## src/logic/qla_settings.svh

```systemverilog
// ~~~~~~~~~~~~~~~~~~~~~~~~~~~~~~~~~~~~~~~~~~~~~~~~~~~~~~~~~~~~
// build-time settings for the motor controller register map
// QLA_NUM_MOTORS must stay below 16, the block field is 4 bits
// QLA_WDOG_TICK must be 2 or more
// ~~~~~~~~~~~~~~~~~~~~~~~~~~~~~~~~~~~~~~~~~~~~~~~~~~~~~~~~~~~~
`ifndef QLA_SETTINGS_SVH
`define QLA_SETTINGS_SVH

`define QLA_NUM_MOTORS  4       // motor channels, blocks 1..N
`define QLA_ADDR_W      16      // register address width
`define QLA_DATA_W      32      // register data width
`define QLA_CMD_W       16      // current command width
`define QLA_POS_W       24      // encoder count, sign-extended on read
`define QLA_WDOG_TICK   16      // sysclk cycles per watchdog unit

// board block offsets (block 0)
`define QLA_OFS_STATUS  4'd0
`define QLA_OFS_TSTAMP  4'd1
`define QLA_OFS_WDOG    4'd2

// channel block offsets (blocks 1..N)
`define QLA_OFS_CMD     4'd0
`define QLA_OFS_AMP     4'd1
`define QLA_OFS_POS     4'd2

`endif

```

## src/logic/qla_pkg.sv

```systemverilog
// ~~~~~~~~~~~~~~~~~~~~~~~~~~~~~~~~~~~~~~~~~~~~~~~~~~~~~~~~~~~~
// shared bus and drive types for the controller
// field widths come from the settings header
// ~~~~~~~~~~~~~~~~~~~~~~~~~~~~~~~~~~~~~~~~~~~~~~~~~~~~~~~~~~~~
`default_nettype none

`include "qla_settings.svh"

package qla_pkg;

    // one register access, valid is a single-cycle strobe
    typedef struct packed {
        logic                   valid;  // access strobe
        logic                   we;     // 1 = write, 0 = read
        logic [`QLA_ADDR_W-1:0] addr;   // [7:4] block, [3:0] offset
        logic [`QLA_DATA_W-1:0] wdata;  // write word
    } reg_req_t;

    // read answer of one block
    // zero when the address belongs to someone else, so answers can be ORed
    typedef struct packed {
        logic [`QLA_DATA_W-1:0] rdata;
    } reg_rsp_t;

    // drive output of one motor channel
    typedef struct packed {
        logic                  amp_en;  // amplifier enable
        logic [`QLA_CMD_W-1:0] cur_cmd; // current setpoint, raw dac code
    } motor_cmd_t;

endpackage

`default_nettype wire

```

## src/logic/reg_bus_slave.sv

```systemverilog
// ~~~~~~~~~~~~~~~~~~~~~~~~~~~~~~~~~~~~~~~~~~~~~~~~~~~~~~~~~~~~
// wishbone classic slave, full-word accesses only, no bursts
// write acks with 1 wait state, read with 2
// master must drop stb for a cycle after each ack
// ~~~~~~~~~~~~~~~~~~~~~~~~~~~~~~~~~~~~~~~~~~~~~~~~~~~~~~~~~~~~
`default_nettype none
`timescale 1ns/10ps

`include "qla_settings.svh"

module reg_bus_slave (
    input  logic                   sysclk,
    input  logic                   arst_n,
    input  logic                   cyc,
    input  logic                   stb,
    input  logic                   we,
    input  logic [`QLA_ADDR_W-1:0] adr,
    input  logic [`QLA_DATA_W-1:0] dat_w,
    output logic [`QLA_DATA_W-1:0] dat_r,
    output logic                   ack,
    output qla_pkg::reg_req_t      req,
    input  qla_pkg::reg_rsp_t      rsp_chan,
    input  qla_pkg::reg_rsp_t      rsp_board
);

    typedef enum logic [1:0] {
        ST_IDLE,    // waiting for cyc && stb
        ST_ACCESS,  // request strobe out
        ST_RD_RET,  // read word registered, ack high
        ST_DONE     // wait for master to release stb
    } state_t;

    state_t                 state;
    logic                   cyc_open;
    logic                   req_valid;
    logic                   req_we;
    logic [`QLA_ADDR_W-1:0] req_addr;
    logic [`QLA_DATA_W-1:0] req_wdata;
    logic [`QLA_DATA_W-1:0] rd_mux;

    assign cyc_open = cyc && stb;
    assign rd_mux   = rsp_chan.rdata | rsp_board.rdata; // unselected blocks answer zero

    assign req = '{valid: req_valid, we: req_we, addr: req_addr, wdata: req_wdata};

    always_ff @(posedge sysclk or negedge arst_n) begin
        if (!arst_n) begin
            state     <= ST_IDLE;
            req_valid <= 1'b0;
            req_we    <= 1'b0;
            ack       <= 1'b0;
        end else begin
            req_valid <= 1'b0;  // strobe lasts one cycle
            ack       <= 1'b0;
            case (state)
                ST_IDLE: begin
                    if (cyc_open) begin
                        state     <= ST_ACCESS;
                        req_valid <= 1'b1;
                        req_we    <= we;
                        ack       <= we;    // write acks alongside the strobe
                    end
                end
                ST_ACCESS: begin
                    // blocks answer combinationally during this cycle
                    state <= req_we ? ST_DONE : ST_RD_RET;
                    ack   <= !req_we;
                end
                ST_RD_RET: state <= ST_DONE;
                ST_DONE: begin
                    if (!cyc_open) begin
                        state <= ST_IDLE;   // one request per bus cycle
                    end
                end
                default: state <= ST_IDLE;
            endcase
        end
    end

    // address, write word and read word are payload only
    always_ff @(posedge sysclk) begin
        if (state == ST_IDLE && cyc_open) begin
            req_addr  <= adr;
            req_wdata <= dat_w;
        end
        if (state == ST_ACCESS && !req_we) begin
            dat_r <= rd_mux;    // sampled at the end of the strobe cycle
        end
    end

endmodule

`default_nettype wire

```

## src/logic/quad_encoder.sv

```systemverilog
// ~~~~~~~~~~~~~~~~~~~~~~~~~~~~~~~~~~~~~~~~~~~~~~~~~~~~~~~~~~~~
// x4 quadrature decoder with wrapping position counter
// forward is phase a leading phase b
// inputs should idle at a=0, b=0 while arst_n is low
// a step reaches pos 3 cycles later, states must last 3+ cycles
// ~~~~~~~~~~~~~~~~~~~~~~~~~~~~~~~~~~~~~~~~~~~~~~~~~~~~~~~~~~~~
`default_nettype none
`timescale 1ns/10ps

`include "qla_settings.svh"

module quad_encoder (
    input  logic                  sysclk,
    input  logic                  arst_n,
    input  logic                  enc_a,
    input  logic                  enc_b,
    input  logic                  preset,
    input  logic [`QLA_POS_W-1:0] preset_val,
    output logic [`QLA_POS_W-1:0] pos
);

    logic [1:0] a_sync;     // [0] first stage, [1] second stage
    logic [1:0] b_sync;
    logic [1:0] ab_cur;     // {a, b} after sync
    logic [1:0] ab_prev;    // {a, b} one cycle earlier
    logic       step;
    logic       step_up;

    assign ab_cur = {a_sync[1], b_sync[1]};

    // exactly one phase moved, both moving is a lost state and is dropped
    assign step = ^(ab_cur ^ ab_prev);

    // gray order 00 -> 10 -> 11 -> 01 -> 00 counts up
    // new a differs from old b only on a forward step
    assign step_up = ab_cur[1] ^ ab_prev[0];

    always_ff @(posedge sysclk or negedge arst_n) begin
        if (!arst_n) begin
            a_sync  <= 2'b00;
            b_sync  <= 2'b00;
            ab_prev <= 2'b00;
            pos     <= '0;
        end else begin
            a_sync  <= {a_sync[0], enc_a};
            b_sync  <= {b_sync[0], enc_b};
            ab_prev <= ab_cur;
            if (preset) begin
                pos <= preset_val;      // host load wins over a step
            end else if (step) begin
                if (step_up) begin
                    pos <= pos + 1'b1;  // wraps at the top
                end else begin
                    pos <= pos - 1'b1;
                end
            end
        end
    end

endmodule

`default_nettype wire

```

## src/logic/motor_channels.sv

```systemverilog
// ~~~~~~~~~~~~~~~~~~~~~~~~~~~~~~~~~~~~~~~~~~~~~~~~~~~~~~~~~~~~
// per-channel command, enable and encoder registers
// channel i answers at block i+1, address bits above 7 must be 0
// watchdog timeout holds every enable low
// ~~~~~~~~~~~~~~~~~~~~~~~~~~~~~~~~~~~~~~~~~~~~~~~~~~~~~~~~~~~~
`default_nettype none
`timescale 1ns/10ps

`include "qla_settings.svh"

module motor_channels (
    input  logic                                      sysclk,
    input  logic                                      arst_n,
    input  qla_pkg::reg_req_t                         req,
    output qla_pkg::reg_rsp_t                         rsp,
    input  logic                                      wdog_timeout,
    input  logic [`QLA_NUM_MOTORS-1:0]                enc_a,
    input  logic [`QLA_NUM_MOTORS-1:0]                enc_b,
    output qla_pkg::motor_cmd_t [`QLA_NUM_MOTORS-1:0] motor_cmd
);

    localparam int N     = `QLA_NUM_MOTORS;
    localparam int EXT_W = `QLA_DATA_W - `QLA_POS_W;   // sign bits on position read

    logic [3:0]            blk;
    logic [3:0]            ofs;
    logic                  map_ok;
    logic                  wr;
    logic [N-1:0]          chan_sel;
    logic [N-1:0]          pos_preset;
    logic [`QLA_CMD_W-1:0] cur_cmd [N];
    logic                  amp_en  [N];
    logic [`QLA_POS_W-1:0] pos     [N];

    assign blk    = req.addr[7:4];
    assign ofs    = req.addr[3:0];
    assign map_ok = (req.addr[`QLA_ADDR_W-1:8] == '0);   // upper bits unmapped
    assign wr     = req.valid && req.we;

    for (genvar i = 0; i < N; i++) begin : g_chan
        assign chan_sel[i]   = map_ok && (blk == 4'(i + 1));
        assign pos_preset[i] = wr && chan_sel[i] && (ofs == `QLA_OFS_POS);

        quad_encoder u_quad_encoder (
            .sysclk     (sysclk),
            .arst_n     (arst_n),
            .enc_a      (enc_a[i]),
            .enc_b      (enc_b[i]),
            .preset     (pos_preset[i]),
            .preset_val (req.wdata[`QLA_POS_W-1:0]),
            .pos        (pos[i])
        );

        // timeout also masks the enable in the cycle before the register clears
        assign motor_cmd[i] = '{amp_en: amp_en[i] && !wdog_timeout, cur_cmd: cur_cmd[i]};
    end

    always_ff @(posedge sysclk or negedge arst_n) begin
        if (!arst_n) begin
            for (int i = 0; i < N; i++) begin
                cur_cmd[i] <= '0;
                amp_en[i]  <= 1'b0;
            end
        end else begin
            for (int i = 0; i < N; i++) begin
                if (wr && chan_sel[i] && ofs == `QLA_OFS_CMD) begin
                    cur_cmd[i] <= req.wdata[`QLA_CMD_W-1:0];
                end
                if (wdog_timeout) begin
                    amp_en[i] <= 1'b0;          // enable writes dropped meanwhile
                end else if (wr && chan_sel[i] && ofs == `QLA_OFS_AMP) begin
                    amp_en[i] <= req.wdata[0];
                end
            end
        end
    end

    // read mux, zero unless one of our channels is addressed
    always_comb begin
        rsp.rdata = '0;
        for (int i = 0; i < N; i++) begin
            if (chan_sel[i]) begin
                case (ofs)
                    `QLA_OFS_CMD: rsp.rdata = `QLA_DATA_W'(cur_cmd[i]);  // zero-extended
                    `QLA_OFS_AMP: rsp.rdata = `QLA_DATA_W'(amp_en[i]);
                    `QLA_OFS_POS: rsp.rdata = {{EXT_W{pos[i][`QLA_POS_W-1]}}, pos[i]};
                    default:      rsp.rdata = '0;
                endcase
            end
        end
    end

endmodule

`default_nettype wire

```

## src/logic/board_status.sv

```systemverilog
// ~~~~~~~~~~~~~~~~~~~~~~~~~~~~~~~~~~~~~~~~~~~~~~~~~~~~~~~~~~~~
// board block 0: status, timestamp and watchdog period
// any write restarts the watchdog, period 0 disables it
// timeout stays set until status bit 8 is written with a one
// ~~~~~~~~~~~~~~~~~~~~~~~~~~~~~~~~~~~~~~~~~~~~~~~~~~~~~~~~~~~~
`default_nettype none
`timescale 1ns/10ps

`include "qla_settings.svh"

module board_status (
    input  logic              sysclk,
    input  logic              arst_n,
    input  qla_pkg::reg_req_t req,
    output qla_pkg::reg_rsp_t rsp,
    input  logic [3:0]        wenid,
    output logic              wdog_timeout
);

    localparam int PER_W  = 16;                         // period register width
    localparam int TICK_W = $clog2(`QLA_WDOG_TICK);

    logic [3:0]             board_id;
    logic [3:0]             ofs;
    logic                   brd_sel;
    logic                   wr;
    logic                   wdog_clr;
    logic                   counting;
    logic                   tick_wrap;
    logic                   expire;
    logic [`QLA_DATA_W-1:0] tstamp;
    logic [PER_W-1:0]       wdog_period;
    logic [PER_W-1:0]       per_cnt;    // elapsed period units
    logic [TICK_W-1:0]      tick_cnt;   // sysclk cycles inside one unit

    assign board_id = ~wenid;           // rotary switch is active low
    assign ofs      = req.addr[3:0];
    assign brd_sel  = (req.addr[`QLA_ADDR_W-1:4] == '0);
    assign wr       = req.valid && req.we;
    assign wdog_clr = wr && brd_sel && (ofs == `QLA_OFS_STATUS) && req.wdata[8];

    assign counting  = (wdog_period != '0) && !wdog_timeout;
    assign tick_wrap = (tick_cnt == TICK_W'(`QLA_WDOG_TICK - 1));
    // last tick of the last unit with no write this cycle
    assign expire    = counting && !wr && tick_wrap && (per_cnt == wdog_period - 1'b1);

    always_ff @(posedge sysclk or negedge arst_n) begin
        if (!arst_n) begin
            tstamp       <= '0;
            wdog_period  <= '0;
            tick_cnt     <= '0;
            per_cnt      <= '0;
            wdog_timeout <= 1'b0;
        end else begin
            tstamp <= tstamp + 1'b1;    // free-running, wraps
            if (wr && brd_sel && ofs == `QLA_OFS_WDOG) begin
                wdog_period <= req.wdata[PER_W-1:0];
            end
            if (wr || !counting) begin
                tick_cnt <= '0;         // host activity, disabled or tripped
                per_cnt  <= '0;
            end else if (tick_wrap) begin
                tick_cnt <= '0;
                per_cnt  <= per_cnt + 1'b1;
            end else begin
                tick_cnt <= tick_cnt + 1'b1;
            end
            if (wdog_clr) begin
                wdog_timeout <= 1'b0;
            end else if (expire) begin
                wdog_timeout <= 1'b1;
            end
        end
    end

    always_comb begin
        rsp.rdata = '0;
        if (brd_sel) begin
            case (ofs)
                `QLA_OFS_STATUS: rsp.rdata = {23'd0, wdog_timeout, 4'd0, board_id};
                `QLA_OFS_TSTAMP: rsp.rdata = tstamp;
                `QLA_OFS_WDOG:   rsp.rdata = `QLA_DATA_W'(wdog_period);
                default:         rsp.rdata = '0;
            endcase
        end
    end

endmodule

`default_nettype wire

```

## src/logic/fpga_qla_top.sv

```systemverilog
// ~~~~~~~~~~~~~~~~~~~~~~~~~~~~~~~~~~~~~~~~~~~~~~~~~~~~~~~~~~~~
// controller register side, wishbone port in place of firewire
// single clock domain on sysclk, encoder inputs are async
// ~~~~~~~~~~~~~~~~~~~~~~~~~~~~~~~~~~~~~~~~~~~~~~~~~~~~~~~~~~~~
`default_nettype none
`timescale 1ns/10ps

`include "qla_settings.svh"

module fpga_qla_top (
    input  logic                                      sysclk,   // 49.152 MHz on the board
    input  logic                                      arst_n,
    // wishbone classic slave
    input  logic                                      cyc,
    input  logic                                      stb,
    input  logic                                      we,
    input  logic [`QLA_ADDR_W-1:0]                    adr,
    input  logic [`QLA_DATA_W-1:0]                    dat_w,
    output logic [`QLA_DATA_W-1:0]                    dat_r,
    output logic                                      ack,
    // board i/o
    input  logic [3:0]                                wenid,    // rotary switch
    input  logic [`QLA_NUM_MOTORS-1:0]                enc_a,
    input  logic [`QLA_NUM_MOTORS-1:0]                enc_b,
    output qla_pkg::motor_cmd_t [`QLA_NUM_MOTORS-1:0] motor_cmd,
    output logic                                      led
);

    qla_pkg::reg_req_t req;
    qla_pkg::reg_rsp_t rsp_chan;
    qla_pkg::reg_rsp_t rsp_board;
    logic              wdog_timeout;

    assign led = wdog_timeout;  // led lights on watchdog timeout

    reg_bus_slave u_reg_bus_slave (
        .sysclk    (sysclk),
        .arst_n    (arst_n),
        .cyc       (cyc),
        .stb       (stb),
        .we        (we),
        .adr       (adr),
        .dat_w     (dat_w),
        .dat_r     (dat_r),
        .ack       (ack),
        .req       (req),
        .rsp_chan  (rsp_chan),
        .rsp_board (rsp_board)
    );

    motor_channels u_motor_channels (
        .sysclk       (sysclk),
        .arst_n       (arst_n),
        .req          (req),
        .rsp          (rsp_chan),
        .wdog_timeout (wdog_timeout),
        .enc_a        (enc_a),
        .enc_b        (enc_b),
        .motor_cmd    (motor_cmd)
    );

    board_status u_board_status (
        .sysclk       (sysclk),
        .arst_n       (arst_n),
        .req          (req),
        .rsp          (rsp_board),
        .wenid        (wenid),
        .wdog_timeout (wdog_timeout)
    );

endmodule

`default_nettype wire

```

## config.mk

```make
export PLATFORM = sky130hd
export DESIGN_NAME = fpga_qla_top
export DESIGN_NICKNAME = d
export VERILOG_FILES = /design/src/logic/qla_pkg.sv /design/src/logic/reg_bus_slave.sv /design/src/logic/quad_encoder.sv /design/src/logic/motor_channels.sv /design/src/logic/board_status.sv /design/src/logic/fpga_qla_top.sv
export VERILOG_INCLUDE_DIRS = /design/src /design/src/logic
export SDC_FILE = /design/constraint.sdc
export NUM_CORES = 1
export LEC_CHECK = 0
export ABC_CLOCK_PERIOD_IN_PS = 3150
export CAP_MARGIN = 15
export CORE_AREA = 2 2 201 203
export DETAILED_ROUTE_END_ITERATION = 16
export DIE_AREA = 0 0 203 205
export DONT_BUFFER_PORTS = 1
export PLACE_DENSITY_LB_ADDON = 0.05
export SETUP_SLACK_MARGIN = 0.1
export SLEW_MARGIN = 20
export SYNTH_ARGS = -nofsm -noshare
export SYNTH_HDL_FRONTEND = slang
export SYNTH_SLANG_ARGS = --single-unit
```

## constraint.sdc

```tcl
create_clock -name sysclk -period 3.15 [get_ports sysclk]
set_input_delay 0.315 -clock sysclk [delete_from_list [all_inputs] [get_ports sysclk]]
set_output_delay 0.315 -clock sysclk [all_outputs]
set_load 0.05 [all_outputs]
```

==> metrics.cfg <==
[clocking]
clockBufferDepth = 3
cts_sinks = 334
tritoncts = built
numCtsBuffers = 41
clk_pin_slew_worst_paths_ns = 0.06
ctsHoldBuffers = 49
clock_latency_ns = 0.58
clockRootBuffer = clkbuf_16
h-tree-depth = 2

[detailed_routing]
drtAntennaViolNets = 0
wl_per_cell_um = 24.7
drc = 0
detail_route.first_pass.iterations = 5
routed-via-count = 16900
via_per_inst = 6.20
drt_iter0_drc = 1481
wirelength_um = 67500

[place]
gp_congestion = 0.928
dp_cells = 2568
io_buffer_count = 0
dp_hpwl_um = 46300

[floorplan]
dieArea_um2 = 41600
fp.dieH_um = 205
start_util = 0.496
rows = 73
die_width_um = 203
core_region_area_um2 = 39400
ios = 167

[grt]
grt_use_total = 0.317
globalRouteMet2Util = 0.507
top_usage_layer = met2
grtUsageMet1 = 0.424
antenna_found_initial = 5
groute.layer.met3.usage = 0.0593
grt_max_degree = 263
grt_first_pass_wirelength_um = 98500
grt_pass1_vias = 16114
globalRouteOverflowTotal = 0

[sta]
final-hold-violation-count = 262
maxSlewViolCount = 0
worst_slew_pin_slew_ns = 1.01
post-route-min-period_ns = 3.12
finalSetupViolCount = 0
rsz0062_at_grt = true
relSlewSlack = 0.327
timing.fmax_ghz = 0.320
period_share = 0.991
fin_worst_skew_ns = 0.0221
holdWs_ns = -0.566

[logic_synthesis]
syn_area_um2 = 19500
synth.top_cells.by_area = dfrtp_1 (34%), edfxtp_1 (11%), ha_1 (6.1%)
synth_seq_cells = 334
yosysTopAreaCell = dfrtp_1
synth_nets = 2185
synth_edf_count = 72
synthArstFlopShare = 0.784
synthFlopType = dfrtp_1
synth_cell_types = 75
yosysWarnings = 0
yosysTopAreaCellShare = 0.335
syn_inst = 2021
synth.avg_cell_area_um2 = 9.67
yosysSeqAreaShare = 0.446

[critical_path]
critPathMaxFanout = 5
required_ns = 3.67
crit_type = reg -> reg
startpoint_type = flop
cp.arrival_ns = 3.64
end_kind = flop

[power]
power_uw = 21100
power_leakage_uw = 0.0100
power_density_nw_per_um2 = 875
ir_worst_vdd_mv = 0.504

[layout]
stdcell_count = 2728
most-common-layout-cells = dfrtp_1 (259), nor2_1 (199), nand2_1 (181), buf_4 (138), a21oi_1 (110)
fin_nets = 2333
syn_to_final_growth_pct = 23.6
final_common_cell = dfrtp_1
utilization = 0.614
final_layout_size_suffix_gt1_frac = 0.216

[job]
drv_cap = 0

[run_status]
status = complete, but fails checks
violations = hold timing

[worst_hold_path]
worstHoldPathType = in -> async

## power breakdown
| part | internal (uW) | switching, uW |
|---|---|---|
| Sequential | 5330 | 1490 |
| Clock | 2970 | 1940 |
| Combinational | 4590 | 4820 |
| Total | 12900 | 8260 |
## logic make-up (layout without fill, tap and decap cells)
| group | count (synthesis) | in the layout | share of synthesized area |
|---|---|---|---|
| flops | 334 | 334 | 0.446 |
| compound gates | 577 | 577 | 0.190 |
| xor+xnor | 136 | 136 | 0.0609 |
| fa+ha+maj | 99 | 99 | 0.0649 |
| simple gates | 634 | 634 | 0.152 |
| other cells | 0 | 1 | 0 |
| mux | 99 | 99 | 0.0561 |
| buf+inv | 142 | 323 | 0.0294 |
## critical path, stage by stage, from the launching register on
cell      delay (ns)
dfrtp_2         0.44
xor2_4          0.30
clkinv_4        0.18
buf_6           0.16
ha_4            0.22
nor2b_4         0.13
o21ai_2         0.17
a21boi_2        0.09
a41oi_2         0.30
a31oi_4         0.17
a221oi_4        0.30
nor2_1          0.10
nor4_2          0.30
o32a_1          0.20
## routing by layer
layer,vias up,share of wire
met3,132,0.080
met2,672,0.46
met1,8361,0.42
met5,-,0.00027
met4,2,0.043
li1,7733,-
## synthesized netlist by cell type (9+ instances only)
| cell | n |
|---|---|
| and3_1 | 26 |
| o221ai_1 | 9 |
| a22oi_1 | 75 |
| a221oi_1 | 14 |
| nand2_1 | 183 |
| nor2b_1 | 20 |
| nor3_1 | 46 |
| o22ai_1 | 28 |
| nand3b_1 | 10 |
| or3_1 | 20 |
| inv_1 | 41 |
| a21oi_1 | 127 |
| nor2_1 | 204 |
| mux2i_1 | 14 |
| a22o_1 | 11 |
| ha_1 | 95 |
| nand4_1 | 16 |
| mux2_2 | 85 |
| a31oi_1 | 49 |
| buf_2 | 9 |
| xor2_1 | 43 |
| a211oi_1 | 14 |
| o31ai_1 | 13 |
| nand2b_1 | 12 |
| buf_1 | 16 |
| o21a_1 | 13 |
| edfxtp_1 | 72 |
| o21bai_1 | 13 |
| o21ai_0 | 123 |
| clkbuf_1 | 72 |
| dfrtp_1 | 262 |
| a21o_1 | 40 |
| nand3_1 | 53 |
| xnor2_1 | 93 |
## sequential cells by signal (all words and copies together) (netlist names)
| signal | cells |
|---|---|
| u_motor_channels.g_chan.u_quad_encoder.pos | 96 |
| u_motor_channels.motor_cmd | 64 |
| u_board_status.tstamp | 32 |
| u_reg_bus_slave.dat_r | 32 |
| u_reg_bus_slave.req_wdata | 24 |
| u_board_status.per_cnt | 16 |
| u_board_status.wdog_period | 16 |
| u_reg_bus_slave.req_addr | 16 |
| u_motor_channels.g_chan.u_quad_encoder.a_sync | 8 |
| u_motor_channels.g_chan.u_quad_encoder.ab_prev | 8 |
| u_motor_channels.g_chan.u_quad_encoder.b_sync | 8 |
| u_board_status.tick_cnt | 4 |
| u_motor_channels.amp_en | 4 |
| u_reg_bus_slave.state | 2 |
| u_board_status.wdog_timeout | 1 |
| u_reg_bus_slave.ack | 1 |
| u_reg_bus_slave.req_valid | 1 |
| u_reg_bus_slave.req_we | 1 |
## through the flow
| stage | worst slack (ns) | cell area (um2) | TNS, ns |
|---|---|---|---|
| floorplan | 0.0722 | 19600 | 0 |
| global placement | -0.00955 | 20900 | -0.00955 |
| detailed placement | -0.0893 | 20900 | -0.157 |
| CTS | 0.0637 | 23000 | 0 |
| global route | -0.0936 | 24200 | -0.349 |
| finish | 0.0294 | 24200 | 0 |
## layout make-up
class                           instances  area [um2]
Clock buffer                           58        1150
Clock inverter                         18         249
Sequential cell                       334        8720
Fill cell                            3351       15200
Timing Repair Buffer                  205        1770
Multi-Input combinational cell       1545       11400
Antenna cell                            1        2.50
Tap cell                              525         657
Timing Repair inverter                  1        7.51
Inverter                               41         180
## path summary, 6_finish.rpt
| path | start | endpoint | slack (ns) | depth (start not counted) |
|---|---|---|---|---|
| min | arst_n | u_motor_channels.g_chan[2].u_quad_encoder.pos[1]$_DFFE_PN0P_ | -0.57 | 0 |
| min in group sysclk | stb | u_reg_bus_slave.state[1]$_DFFE_PN0P_ | 0.13 | 3 |
| max | flop | flop | 0.03 | 13 |
| max reg2reg | flop | flop | 0.03 | 13 |
| min reg2reg | flop | flop | 0.35 | 0 |
| max in group asynchronous | arst_n | asynchronous set/reset pin | 3.09 | 0 |
## what timing repair did
item,4_1_cts,5_1_grt
endpoints found under the setup margin,18,37
buffers inserted,5,29
hold endpoints to repair,312,262
resized for setup,39,184
cloned,1,0
pin swaps,19,79
Power figures use the tool's default switching activity.
